`config.mk`:
```
export PLATFORM = sky130hd
export DESIGN_NAME = stopwatch_top
export DESIGN_NICKNAME = d
export VERILOG_FILES = /design/src/design/sw_time_pkg.sv /design/src/design/sw_ctrl_pkg.sv /design/src/design/button_conditioner.sv /design/src/design/tick_divider.sv /design/src/design/stopwatch_counter.sv /design/src/design/lap_queue.sv /design/src/design/stopwatch_top.sv
export SDC_FILE = /design/constraint.sdc
export NUM_CORES = 1
export LEC_CHECK = 0
export ABC_CLOCK_PERIOD_IN_PS = 10100
export BUFFER_PORTS_ARGS = -buffer_cell sky130_fd_sc_hd__buf_2
export CAP_MARGIN = 20
export CORE_ASPECT_RATIO = 0.6
export CORE_MARGIN = 2
export CORE_UTILIZATION = 45
export DETAILED_ROUTE_END_ITERATION = 10
export PLACE_DENSITY = 0.59
export SLEW_MARGIN = 20
export SYNTH_ARGS = -nofsm -noshare
export SYNTH_HDL_FRONTEND = slang
export SYNTH_SLANG_ARGS = --single-unit
```
`constraint.sdc`:
```
create_clock -name clk -period 10.1 [get_ports clk]
set_clock_uncertainty 0.2 [all_clocks]
set_input_delay 0.505 -clock clk [delete_from_list [all_inputs] [get_ports clk]]
set_output_delay 0.505 -clock clk [all_outputs]
set_load 0.02 [all_outputs]
```
`src/design/sw_time_pkg.sv`:
```
package sw_time_pkg;

    ////////////////////////////////////////////////////////////////////
    // time field widths
    ////////////////////////////////////////////////////////////////////

    // centiseconds 0..99
    localparam int CS_W  = 7;
    // seconds 0..59
    localparam int SEC_W = 6;
    // minutes 0..59
    localparam int MIN_W = 6;

    ////////////////////////////////////////////////////////////////////
    // last value of each field before it wraps
    ////////////////////////////////////////////////////////////////////

    localparam int CS_LAST  = 99;
    localparam int SEC_LAST = 59;
    localparam int MIN_LAST = 59;

    ////////////////////////////////////////////////////////////////////
    // lap record
    ////////////////////////////////////////////////////////////////////

    // packed as {minutes, seconds, centiseconds}
    // minutes sit in the upper bits, 19 bits in total
    localparam int LAP_W = MIN_W + SEC_W + CS_W;

endpackage

```
`src/design/sw_ctrl_pkg.sv`:
```
package sw_ctrl_pkg;

    ////////////////////////////////////////////////////////////////////
    // button vector layout
    ////////////////////////////////////////////////////////////////////

    localparam int BTN_START = 0;
    localparam int BTN_CLEAR = 1;
    localparam int BTN_LAP   = 2;
    localparam int NUM_BTN   = 3;

    ////////////////////////////////////////////////////////////////////
    // timing defaults, assuming a 100 MHz clk
    ////////////////////////////////////////////////////////////////////

    // 5 ms of stable level before a button change is accepted
    localparam int DEF_DEBOUNCE_CYCLES = 500000;
    // 10 ms per centisecond tick
    localparam int DEF_CLKS_PER_TICK   = 1000000;

    // lap queue sizing
    localparam int DEF_LAP_DEPTH   = 8;
    localparam int DEF_LAP_CREDITS = 4;
    // holds up to 15 outstanding credits
    localparam int CREDIT_W        = 4;

endpackage

```
`src/design/button_conditioner.sv`:
```
module button_conditioner #(
    parameter int DEBOUNCE_CYCLES = sw_ctrl_pkg::DEF_DEBOUNCE_CYCLES
) (
    input  logic clk,
    input  logic rst_n,
    input  logic btn_raw,
    output logic press
);

    // counter only has to reach DEBOUNCE_CYCLES-1
    localparam int CNT_W = (DEBOUNCE_CYCLES > 1) ? $clog2(DEBOUNCE_CYCLES) : 1;
    localparam logic [CNT_W-1:0] CNT_LAST = CNT_W'(DEBOUNCE_CYCLES - 1);

    logic             sync_q1;
    logic             sync_q2;
    logic [CNT_W-1:0] stable_cnt;
    logic             level;
    logic             level_q;

    ////////////////////////////////////////////////////////////////////
    // two-flop synchronizer
    ////////////////////////////////////////////////////////////////////

    always_ff @(posedge clk or negedge rst_n) begin
        if (!rst_n) begin
            sync_q1 <= 1'b0;
            sync_q2 <= 1'b0;
        end else begin
            sync_q1 <= btn_raw;
            sync_q2 <= sync_q1;
        end
    end

    ////////////////////////////////////////////////////////////////////
    // debounce
    ////////////////////////////////////////////////////////////////////

    // count cycles the synced level differs from the accepted level
    // any return to the accepted level restarts the count
    always_ff @(posedge clk or negedge rst_n) begin
        if (!rst_n) begin
            stable_cnt <= '0;
            level      <= 1'b0;
        end else if (sync_q2 != level) begin
            if (stable_cnt == CNT_LAST) begin
                // stable long enough, accept the new level
                level      <= sync_q2;
                stable_cnt <= '0;
            end else begin
                stable_cnt <= stable_cnt + 1'b1;
            end
        end else begin
            stable_cnt <= '0;
        end
    end

    // rising edge of the debounced level, registered
    // release gives no pulse
    always_ff @(posedge clk or negedge rst_n) begin
        if (!rst_n) begin
            level_q <= 1'b0;
            press   <= 1'b0;
        end else begin
            level_q <= level;
            press   <= level & ~level_q;
        end
    end

endmodule

```
`src/design/tick_divider.sv`:
```
module tick_divider #(
    parameter int CLKS_PER_TICK = sw_ctrl_pkg::DEF_CLKS_PER_TICK
) (
    input  logic clk,
    input  logic rst_n,
    input  logic running,
    output logic tick
);

    localparam int PH_W = (CLKS_PER_TICK > 1) ? $clog2(CLKS_PER_TICK) : 1;
    localparam logic [PH_W-1:0] PH_LAST = PH_W'(CLKS_PER_TICK - 1);

    logic [PH_W-1:0] phase;

    // phase held at zero while stopped
    // so every start begins a full tick period
    always_ff @(posedge clk or negedge rst_n) begin
        if (!rst_n) begin
            phase <= '0;
            tick  <= 1'b0;
        end else if (!running) begin
            phase <= '0;
            tick  <= 1'b0;
        end else if (phase == PH_LAST) begin
            // wrap, one-cycle tick
            phase <= '0;
            tick  <= 1'b1;
        end else begin
            phase <= phase + 1'b1;
            tick  <= 1'b0;
        end
    end

endmodule

```
`src/design/stopwatch_counter.sv`:
```
module stopwatch_counter (
    input  logic                        clk,
    input  logic                        rst_n,
    input  logic                        start_pulse,
    input  logic                        clear_pulse,
    input  logic                        tick,
    output logic                        running,
    output logic [sw_time_pkg::CS_W-1:0]  centiseconds,
    output logic [sw_time_pkg::SEC_W-1:0] seconds,
    output logic [sw_time_pkg::MIN_W-1:0] minutes
);

    import sw_time_pkg::*;

    logic cs_at_last;
    logic sec_at_last;
    logic min_at_last;
    logic advance;

    ////////////////////////////////////////////////////////////////////
    // run/stop state
    ////////////////////////////////////////////////////////////////////

    // clear wins over start
    always_ff @(posedge clk or negedge rst_n) begin
        if (!rst_n) begin
            running <= 1'b0;
        end else if (clear_pulse) begin
            running <= 1'b0;
        end else if (start_pulse) begin
            // toggle run/stop
            running <= ~running;
        end
    end

    ////////////////////////////////////////////////////////////////////
    // carry detection
    ////////////////////////////////////////////////////////////////////

    assign cs_at_last  = (centiseconds == CS_W'(CS_LAST));
    assign sec_at_last = (seconds == SEC_W'(SEC_LAST));
    assign min_at_last = (minutes == MIN_W'(MIN_LAST));

    // one centisecond step per tick while running
    assign advance = running & tick;

    ////////////////////////////////////////////////////////////////////
    // cascaded time counters
    ////////////////////////////////////////////////////////////////////

    always_ff @(posedge clk or negedge rst_n) begin
        if (!rst_n) begin
            centiseconds <= '0;
            seconds      <= '0;
            minutes      <= '0;
        end else if (clear_pulse) begin
            // clear zeroes the time whether running or not
            centiseconds <= '0;
            seconds      <= '0;
            minutes      <= '0;
        end else if (advance) begin
            if (cs_at_last) begin
                centiseconds <= '0;
                // carry into seconds
                if (sec_at_last) begin
                    seconds <= '0;
                    // carry into minutes, 59:59.99 wraps to zero
                    if (min_at_last) begin
                        minutes <= '0;
                    end else begin
                        minutes <= minutes + 1'b1;
                    end
                end else begin
                    seconds <= seconds + 1'b1;
                end
            end else begin
                centiseconds <= centiseconds + 1'b1;
            end
        end
    end

endmodule

```
`src/design/lap_queue.sv`:
```
module lap_queue #(
    parameter int LAP_DEPTH   = sw_ctrl_pkg::DEF_LAP_DEPTH,
    parameter int LAP_CREDITS = sw_ctrl_pkg::DEF_LAP_CREDITS
) (
    input  logic                          clk,
    input  logic                          rst_n,
    input  logic                          lap_pulse,
    input  logic [sw_time_pkg::CS_W-1:0]  centiseconds,
    input  logic [sw_time_pkg::SEC_W-1:0] seconds,
    input  logic [sw_time_pkg::MIN_W-1:0] minutes,
    input  logic                          lap_credit,
    output logic                          lap_valid,
    output logic [sw_time_pkg::LAP_W-1:0] lap_time,
    output logic                          lap_overflow
);

    import sw_time_pkg::*;
    import sw_ctrl_pkg::*;

    localparam int PTR_W = (LAP_DEPTH > 1) ? $clog2(LAP_DEPTH) : 1;
    localparam int CNT_W = $clog2(LAP_DEPTH + 1);
    localparam logic [PTR_W-1:0] PTR_LAST = PTR_W'(LAP_DEPTH - 1);
    localparam logic [CNT_W-1:0] CNT_FULL = CNT_W'(LAP_DEPTH);

    logic [LAP_W-1:0]    mem [LAP_DEPTH];
    logic [LAP_W-1:0]    record;
    logic [PTR_W-1:0]    wr_ptr;
    logic [PTR_W-1:0]    rd_ptr;
    logic [CNT_W-1:0]    count;
    logic [CREDIT_W-1:0] credit;
    logic                full;
    logic                push;
    logic                pop;

    // minutes in the upper bits
    assign record = {minutes, seconds, centiseconds};

    assign full = (count == CNT_FULL);
    // a lap onto a full queue is dropped
    assign push = lap_pulse & ~full;
    // issue needs both a record and a credit
    assign pop  = (count != '0) && (credit != '0);

    ////////////////////////////////////////////////////////////////////
    // storage and pointers
    ////////////////////////////////////////////////////////////////////

    // captures the time as it stands in the lap_pulse cycle
    always_ff @(posedge clk) begin
        if (push) begin
            mem[wr_ptr] <= record;
        end
    end

    // pointers wrap at LAP_DEPTH, depth need not be a power of two
    always_ff @(posedge clk or negedge rst_n) begin
        if (!rst_n) begin
            wr_ptr <= '0;
            rd_ptr <= '0;
        end else begin
            if (push) begin
                wr_ptr <= (wr_ptr == PTR_LAST) ? '0 : wr_ptr + 1'b1;
            end
            if (pop) begin
                rd_ptr <= (rd_ptr == PTR_LAST) ? '0 : rd_ptr + 1'b1;
            end
        end
    end

    // occupancy
    always_ff @(posedge clk or negedge rst_n) begin
        if (!rst_n) begin
            count <= '0;
        end else begin
            case ({push, pop})
                2'b10:   count <= count + 1'b1;
                2'b01:   count <= count - 1'b1;
                default: count <= count;
            endcase
        end
    end

    ////////////////////////////////////////////////////////////////////
    // credits and output
    ////////////////////////////////////////////////////////////////////

    // spent per issued record, refilled per returned credit
    always_ff @(posedge clk or negedge rst_n) begin
        if (!rst_n) begin
            credit <= CREDIT_W'(LAP_CREDITS);
        end else begin
            case ({pop, lap_credit})
                2'b10:   credit <= credit - 1'b1;
                2'b01:   credit <= credit + 1'b1;
                default: credit <= credit;
            endcase
        end
    end

    // one-cycle strobe per issued record
    always_ff @(posedge clk or negedge rst_n) begin
        if (!rst_n) begin
            lap_valid <= 1'b0;
        end else begin
            lap_valid <= pop;
        end
    end

    always_ff @(posedge clk) begin
        if (pop) begin
            lap_time <= mem[rd_ptr];
        end
    end

    // sticky, only rst_n clears it
    always_ff @(posedge clk or negedge rst_n) begin
        if (!rst_n) begin
            lap_overflow <= 1'b0;
        end else if (lap_pulse && full) begin
            lap_overflow <= 1'b1;
        end
    end

endmodule

```
`src/design/stopwatch_top.sv`:
```
module stopwatch_top #(
    parameter int DEBOUNCE_CYCLES = sw_ctrl_pkg::DEF_DEBOUNCE_CYCLES,
    parameter int CLKS_PER_TICK   = sw_ctrl_pkg::DEF_CLKS_PER_TICK,
    parameter int LAP_DEPTH       = sw_ctrl_pkg::DEF_LAP_DEPTH,
    parameter int LAP_CREDITS     = sw_ctrl_pkg::DEF_LAP_CREDITS
) (
    input  logic                            clk,
    input  logic                            rst_n,
    input  logic [sw_ctrl_pkg::NUM_BTN-1:0] btn,
    input  logic                            lap_credit,
    output logic                            running,
    output logic [sw_time_pkg::CS_W-1:0]    centiseconds,
    output logic [sw_time_pkg::SEC_W-1:0]   seconds,
    output logic [sw_time_pkg::MIN_W-1:0]   minutes,
    output logic                            lap_valid,
    output logic [sw_time_pkg::LAP_W-1:0]   lap_time,
    output logic                            lap_overflow
);

    import sw_ctrl_pkg::*;

    // one-cycle press pulses
    logic start_pulse;
    logic clear_pulse;
    logic lap_pulse;
    // centisecond tick
    logic tick;

    ////////////////////////////////////////////////////////////////////
    // button conditioning
    ////////////////////////////////////////////////////////////////////

    button_conditioner #(
        .DEBOUNCE_CYCLES (DEBOUNCE_CYCLES)
    ) start_btn_i (
        .clk     (clk),
        .rst_n   (rst_n),
        .btn_raw (btn[BTN_START]),
        .press   (start_pulse)
    );

    button_conditioner #(
        .DEBOUNCE_CYCLES (DEBOUNCE_CYCLES)
    ) clear_btn_i (
        .clk     (clk),
        .rst_n   (rst_n),
        .btn_raw (btn[BTN_CLEAR]),
        .press   (clear_pulse)
    );

    button_conditioner #(
        .DEBOUNCE_CYCLES (DEBOUNCE_CYCLES)
    ) lap_btn_i (
        .clk     (clk),
        .rst_n   (rst_n),
        .btn_raw (btn[BTN_LAP]),
        .press   (lap_pulse)
    );

    ////////////////////////////////////////////////////////////////////
    // timebase and time counter
    ////////////////////////////////////////////////////////////////////

    // phase restarts whenever the watch stops
    tick_divider #(
        .CLKS_PER_TICK (CLKS_PER_TICK)
    ) tick_i (
        .clk     (clk),
        .rst_n   (rst_n),
        .running (running),
        .tick    (tick)
    );

    stopwatch_counter counter_i (
        .clk          (clk),
        .rst_n        (rst_n),
        .start_pulse  (start_pulse),
        .clear_pulse  (clear_pulse),
        .tick         (tick),
        .running      (running),
        .centiseconds (centiseconds),
        .seconds      (seconds),
        .minutes      (minutes)
    );

    ////////////////////////////////////////////////////////////////////
    // lap capture
    ////////////////////////////////////////////////////////////////////

    // not flushed by clear
    lap_queue #(
        .LAP_DEPTH   (LAP_DEPTH),
        .LAP_CREDITS (LAP_CREDITS)
    ) lap_i (
        .clk          (clk),
        .rst_n        (rst_n),
        .lap_pulse    (lap_pulse),
        .centiseconds (centiseconds),
        .seconds      (seconds),
        .minutes      (minutes),
        .lap_credit   (lap_credit),
        .lap_valid    (lap_valid),
        .lap_time     (lap_time),
        .lap_overflow (lap_overflow)
    );

endmodule

```
==> results of run 1 <==
state kept, by name, summed over array words and instances (netlist names), 3 cells and up:
signal and count:
clear_btn_i.stable_cnt 19, counter_i.centiseconds 7, counter_i.minutes 6, counter_i.seconds 6
lap_btn_i.stable_cnt 19, lap_i.count 4, lap_i.credit 4, lap_i.lap_time 19
lap_i.mem 152, lap_i.rd_ptr 3, lap_i.wr_ptr 3, start_btn_i.stable_cnt 19
tick_i.phase 20
power by group through the flow:
stage / combinational (mW) / clock, mW / sequential (mW)
6_report: 0.0560 / 1.05 / 1.31
5_1_grt: 0.0654 / 1.13 / 1.31
4_1_cts: 0.0582 / 1.08 / 1.31
3_5_place_dp: 0.0569 / 0 / 1.34
3_3_place_gp: 0.0536 / 0 / 1.34
2_1_floorplan: 0.0349 / 0 / 1.33
worst max-delay path by stage:
stage                      end  slack [ns]  cells past startpoint
2_1_floorplan  lap_i.credit[3]        6.54                     11
3_5_place_dp   lap_i.credit[3]        6.95                     10
5_1_grt        lap_i.credit[3]        6.68                     10
3_3_place_gp   lap_i.credit[3]        6.99                     10
4_1_cts        lap_i.credit[3]        6.94                     10
6_report       lap_i.credit[3]        6.94                     10
per-layer routing:
metal | vias to the layer above | track usage (%) | part of all wire, %
met4 | 0 | 3.244 | 1.6
met2 | 132 | 23.80 | 42
met1 | 3580 | 27.64 | 51
met3 | 29 | 3.014 | 4.5
li1 | 3428 | - | -
met5 | - | 0 | 0
worst register-to-register path, delay by kind of cell (launching register included):
family	cells	cell delay [ns]
AOI/OAI and AO/OA	3	1.16
xor gates and xnor gates	1	0.14
adders and majority gates	2	0.49
buffers and inverters	2	0.24
DFF	1	0.48
muxes	1	0.23
and+or+nand+nor	1	0.15
area by class of cell:
type / count / area, um2 / share of cell area, %
clock inverters: 17 / 175.2 / 1.230
well taps: 367 / 459.2 / 3.225
repair buffers: 62 / 370.4 / 2.601
multi-input cells: 523 / 4050 / 28.45
inverters: 22 / 82.58 / 0.5800
clock buffers: 34 / 733.2 / 5.150
flip-flops and latches: 300 / 8367 / 58.77
cells by family after synthesis:
kind of cell / Yosys count / synth area share, %
xor gates and xnor gates: 60 / 4.183
AOI/OAI and AO/OA: 96 / 4.761
muxes: 67 / 9.401
and+or+nand+nor: 282 / 11.55
adders and majority gates: 18 / 1.852
DFF: 300 / 66.58
buffers and inverters: 52 / 1.673
synthesized netlist by cell type, types with 3 or more instances:
cell | instances | area [um2]
edfxtp_1 | 171 | 5135
dfrtp_1 | 128 | 3203
nor2_1 | 79 | 296.5
nand2_1 | 46 | 172.7
mux4_2 | 38 | 855.8
xnor2_1 | 38 | 332.8
a21oi_1 | 36 | 180.2
nand3_1 | 36 | 180.2
mux2_2 | 28 | 315.3
o21ai_0 | 28 | 140.1
inv_1 | 22 | 82.58
xor2_1 | 22 | 192.7
nand4_1 | 21 | 131.4
clkbuf_1 | 18 | 67.56
ha_1 | 17 | 212.7
nor4_1 | 17 | 106.4
or3_1 | 17 | 106.4
nor3_1 | 15 | 75.07
or4_1 | 12 | 90.09
buf_2 | 9 | 45.04
o31ai_1 | 9 | 67.56
nand2b_1 | 7 | 43.79
and4_1 | 6 | 52.55
nor2b_1 | 5 | 31.28
and2_1 | 4 | 25.02
or2_2 | 4 | 25.02
o41ai_1 | 3 | 26.28
per-stage QoR:
step | total power, mW | instances | utilization (%)
final | 2.416 | 1325 | 51.73
after global routing | 2.508 | 1325 | 51.73
after CTS | 2.447 | 1324 | 51.65
after detailed placement | 1.393 | 1269 | 48.20
after global placement | 1.390 | 1269 | 48.18
after floorplan | 1.369 | 875 | -
==> metrics.csv, run 1 <==
metric,value,unit
final_cell_mix,"edfxtp_1, dfrtp_1, nor2_1",
wire_per_inst,18.14,um
post_synth_num_cell_types,56,
portBuffers,46,
initial_utilization,45.65,%
p_clk_share,43.4,%
critPathArrivalTime,3.44,ns
max-slew-margin-rel,30.08,%
fin_nets,961,
grt_usage,16.97,%
root_buffer,clkbuf_16,
synthCells,875,
synth.avg_cell_area,14.36,um2
p_leak,4.573,nW
ios,47,
syn_area,0.01256,mm2
post-place-ws,6.947,ns
row_count,47,
min_period,3.161,ns
layout_setup_ws,6.939,ns
p_int,1.918,mW
cp-start-kind,register,
seqPwrFrac,54.3,%
p_switching,497.9,uW
vdd_drop_max,0.0001302,V
rrSetupSlack,6.94,ns
cts_buffer_depth,3,
maxCapViolCount,0,
die_w,219.7,um
vias_per_cell,5.411,
power_density,169.7,mW/mm2
hold_viol_final,0,
tritoncts,built,
cpMaxStageDelayCell,a21oi_4,
synthesis.nets,899,
combPwrFrac,2.3,%
startpoint,lap_i.count[1],
cts_buffers,28,
r2r_end,lap_i.credit[3],
ys_ff_latch,300,
vias,7169,
status,completed,
finalWeightedCongestion,0.7658,
slew_viol_final,0,
diodes,0,
min_period_over_period,31.29,%
holdPathEnd,lap_btn_i.sync_q2,
crit_path_max_fanout,26,
fin_tns_setup,0,ns
final_common_cell,edfxtp_1,
core,0.02752,mm2
min_path_type,reg -> reg,
swShare,20.61,%
finalWirelength,24040,um
synth-async-reset-ratio,43.00,%
cts.sinks,300,
antenna_left,0,
setup_viol,0,
worst_path_largest_cell_delay,0.80,ns
rsz0062_at_grt,false,
grt_pass1_wl,38870,um
fill_cells,2283,
grt_pass1_vias,6826,
drive_gt1_share,19.94,%
worstSkewPairLatency,0.56,ns
tightest_slew,1.049,ns
final_area,0.01424,mm2
cp-end-kind,register,
hold_buffers,4,
syn2layout_area_growth,13.33,%
cts_resized,0,
path_clk_slew,0.06,ns
ys.warnings.count,0,
yosys_most_used_dff,edfxtp_1,
required,10.38,ns
placed_area,0.01327,mm2
hold_ws,0.1494,ns
grt_max_degree,73,
htree_levels,1,
hold_depth,0,
rr_startpoint,lap_i.count[1],
drt_iter0_markers,475,
path_class,reg -> reg,
die_h,133.4,um
critPathTopFamily,compound AO/OA/AOI/OAI gates,
grt_overflow,0,
cts_setup_buffers,0,
critPathBufInv,2,
max_freq,316.4,MHz
yosysSeqAreaShare,66.58,%
die_area,0.02931,mm2
min-delay-start,lap_btn_i.sync_q1,
synth_edf_count,171,
r2r_cells,10,
drc,0,
cp_cell_sequence,nor3_1 -> a21oi_4 -> inv_1 -> ha_1 -> inv_1 -> ha_1 -> a21o_1 -> a21oi_1 -> mux2i_1 -> xnor2_1,
dr.pass1.iters,5,
hpwl,14640,um
grt_antenna_before_repair,0,
No activity file was read; power rests on OpenSTA's default activity.
==> run 2: changes to the inputs <==
--- a/config.mk
+++ b/config.mk
@@ -5,14 +5,15 @@
 export SDC_FILE = /design/constraint.sdc
 export NUM_CORES = 1
 export LEC_CHECK = 0
-export ABC_CLOCK_PERIOD_IN_PS = 10100
+export ABC_AREA = 1
+export ABC_CLOCK_PERIOD_IN_PS = 2600
 export BUFFER_PORTS_ARGS = -buffer_cell sky130_fd_sc_hd__buf_2
 export CAP_MARGIN = 20
 export CORE_ASPECT_RATIO = 0.6
 export CORE_MARGIN = 2
 export CORE_UTILIZATION = 45
 export DETAILED_ROUTE_END_ITERATION = 10
-export PLACE_DENSITY = 0.59
+export PLACE_DENSITY = 0.61
 export SLEW_MARGIN = 20
 export SYNTH_ARGS = -nofsm -noshare
 export SYNTH_HDL_FRONTEND = slang
==> constraint.sdc (replaced) <==
create_clock -name clk -period 2.6 [get_ports clk]
set_clock_uncertainty 0.2 [all_clocks]
set_input_delay 0.13 -clock clk [delete_from_list [all_inputs] [get_ports clk]]
set_output_delay 0.13 -clock clk [all_outputs]
set_load 0.02 [all_outputs]
==> run 2 against run 1 <==
Global-route usage rose by 2.5 points. Combinational power grew to 4.7 times the previous value. Utilization increased by 0.17 points. Critical path depth increased by 2. Routed wire length increased by 25%.
==> metrics.csv, run 2 <==
metric,value,unit,change
dr.pass1.iters,5,,unchanged
final_cell_mix,"nor2_1, nand2_1, edfxtp_1",,
drc,0,,unchanged
largest_register_ffs,152,,unchanged
reg_top3,"lap_i.mem (152), tick_i.phase (20)",,
max_freq,404.5,MHz,+28%
drive_gt1_share,10.90,%,-9.0 points
ys.warnings.count,0,,unchanged
top_register,lap_i.mem,,
syn_area,0.01357,mm2,+8.0%
post_synth_num_cell_types,41,,-27%
wire_per_inst,15.62,um,-14%
combPwrFrac,2.7,%,+0.4 points
seqPwrFrac,53.5,%,-0.8 points
fin_nets,1525,,+59%
max-slew-margin-rel,30.70,%,+0.62 points
grt_pass1_vias,8932,,+31%
cts.sinks,300,,unchanged
crit_path_max_fanout,5,,-81%
ys_ff_latch,300,,unchanged
yosys_most_used_dff,edfxtp_1,,
swShare,21.01,%,+0.40 points
path_class,reg -> reg,,
worstSkewPairLatency,0.56,ns,about the same
p_clk_share,43.8,%,+0.4 points
initial_utilization,45.54,%,-0.11 points
route.met2.wl,12320,um,+21%
maxCapViolCount,0,,unchanged
synthCells,1420,,+62%
fin_tns_setup,0,ns,unchanged
wl_met3,1561,um,+45%
setup_viol,0,,unchanged
drt_iter0_markers,823,,+73%
hpwl,19430,um,+33%
layout_setup_ws,0.1276,ns,-6.812 ns
grt_antenna_before_repair,0,,unchanged
fill_cells,2680,,+17%
r2r_cells,12,,+2
slew_viol_final,0,,unchanged
final_common_cell,nor2_1,,
synth_top_cells_by_count,"nor2_1, nand2_1, edfxtp_1",,
rsz0062_at_grt,false,,
yosysSeqAreaShare,61.65,%,-4.9 points
wl_met1,15840,um,+28%
holdPathEnd,clear_btn_i.sync_q2,,
grt_usage,19.49,%,+2.5 points
root_buffer,clkbuf_16,,
syn2layout_area_growth,13.98,%,
hold_depth,0,,unchanged
synthesis.nets,1444,,+61%
min_path_type,reg -> reg,,
finalWeightedCongestion,0.8780,,+15%
min_period,2.472,ns,-0.6882 ns
min-delay-start,clear_btn_i.sync_q1,,
finalWirelength,30160,um,+25%
tightest_slew,1.038,ns,-0.01039 ns
path_clk_slew,0.06,ns,about the same
numPlacedInstances,1869,,+47%
post-place-ws,0.1645,ns,-6.782 ns
cts_buffers,28,,unchanged
cts_buffer_depth,3,,unchanged
ys_top_cells_by_area,"edfxtp_1, dfrtp_1, nor2_1",,
hold_viol_final,0,,unchanged
top_layer,met4,,
critPathArrivalTime,2.72,ns,-0.72 ns
diodes,0,,unchanged
die_area,0.03160,mm2,+7.8%
synth_edf_count,171,,unchanged
synth-async-reset-ratio,43.00,%,unchanged
synth_top_area_cell,edfxtp_1,,
vdd_drop_max,0.0003670,V,+180%
power_density,615.7,mW/mm2,+260%
required,2.84,ns,-7.54 ns
ios,47,,unchanged
die_w,228.2,um,+3.9%
p_leak,5.601,nW,+22%
r2r_end,lap_i.count[2],,
status,completed,,
portBuffers,46,,unchanged
cp-start-kind,register,,
rr_startpoint,lap_i.count[1],,
final_cells,1931,,+46%
min_period_over_period,95.09,%,+64 points
p_switching,2.000,mW,+300%
core,0.02980,mm2,+8.3%
vias_per_cell,4.970,,-8.1%
grt_max_degree,54,,-26%
row_count,49,,+4.3%
rrSetupSlack,0.13,ns,-6.81 ns
antenna_left,0,,unchanged
p_int,7.522,mW,+290%
htree_levels,1,,unchanged
tritoncts,built,,
synth.avg_cell_area,9.555,um2,-33%
die_h,138.5,um,+3.8%
grt_overflow,0,,unchanged
vias,9597,,+34%
yosysTopAreaCellShare,37.85,%,-3.0 points
cp-end-kind,register,,
grt_pass1_wl,49250,um,+27%
synth.most_common_cell,nor2_1,,
run 2: cell types whose count changed in the layout (fill, tap and decap cells not counted), moves of 38 or more:
cell     before  now
nor2_1       73  322
nand2_1      46  270
o21ai_0      28  121
inv_1        22   99
nand3_1      36   81
mux4_2       38    0
run 2: area by class of cell:
class                   instances  area, um2  share of cell area [%]
multi-input cells             978       4631                   29.94
repair buffers                 87      624.3                   4.037
clock buffers                  40      765.7                   4.951
well taps                     408      510.5                   3.301
flip-flops and latches        300       8367                   54.10
inverters                     106      401.6                   2.597
clock inverters                12      165.2                   1.068
run 2: stage by stage:
| stage | hold slack, ns | instance area, um2 | total power, mW | utilization [%] |
|---|---|---|---|---|
| floorplan | -0.3656 | 13570 | 5.333 | - |
| global placement | -0.06251 | 14420 | 5.426 | 48.38 |
| detailed placement | -0.06047 | 14420 | 5.437 | 48.38 |
| CTS | 0.1556 | 15460 | 9.639 | 51.90 |
| global route | 0.1665 | 15460 | 9.844 | 51.90 |
| finish | 0.1526 | 15460 | 9.522 | 51.90 |
run 2: timing repair:
item                       CTS  global route
resized for setup            0             0
hold endpoints to repair   123             0
hold buffers                10             0
setup buffers                0             0
setup endpoints to repair    0             0
run 2: logic make-up (layout without fill, tap and decap cells):
logic type	after synthesis	count (layout)	share of synthesized area [%]
AND/OR/NAND/NOR	741	741	22.46
flip-flops	300	300	61.65
AO/OA/AOI/OAI	171	171	6.686
buffers and inverters	142	245	4.389
XOR/XNOR	48	48	3.098
adder cells (fa/ha/maj)	18	18	1.715
run 2: critical path, cell delays in order, from the launching register on:
cell and delay, ns:
dfrtp_1 0.42, nor2_1 0.18, nand2_1 0.08, nand2_1 0.16, clkinvlp_4 0.14, ha_2 0.22, nor2_1 0.13, nor2_1 0.08
ha_1 0.18, a21o_1 0.16, or2_2 0.27, nand3_1 0.07, o21ai_0 0.08
run 2: per-layer routing:
metal / up-vias / global-route usage [%]
met2: 212 / 27.98
met4: 0 / 3.199
met3: 32 / 3.342
met1: 4504 / 31.26
li1: 4849 / -
met5: - / 0
run 2: how the worst max path moves through the flow:
stage | cells after the start | startpoint | to | slack [ns]
after CTS | 12 | lap_i.count[1] | lap_i.count[2] | 0.15
after global routing | 12 | lap_i.count[1] | lap_i.count[2] | 0.03
after floorplan | 12 | lap_i.count[1] | lap_i.count[2] | 0.01
final | 12 | lap_i.count[1] | lap_i.count[2] | 0.13
after detailed placement | 12 | lap_i.count[1] | lap_i.count[2] | 0.16
after global placement | 12 | lap_i.count[1] | lap_i.count[2] | 0.27
run 2: power by group through the flow:
stage,clock [mW],combinational (mW),sequential (mW)
2_1_floorplan,0,0.153,5.18
3_3_place_gp,0,0.240,5.19
3_5_place_dp,0,0.249,5.19
4_1_cts,4.28,0.267,5.09
5_1_grt,4.45,0.298,5.10
6_report,4.17,0.261,5.09
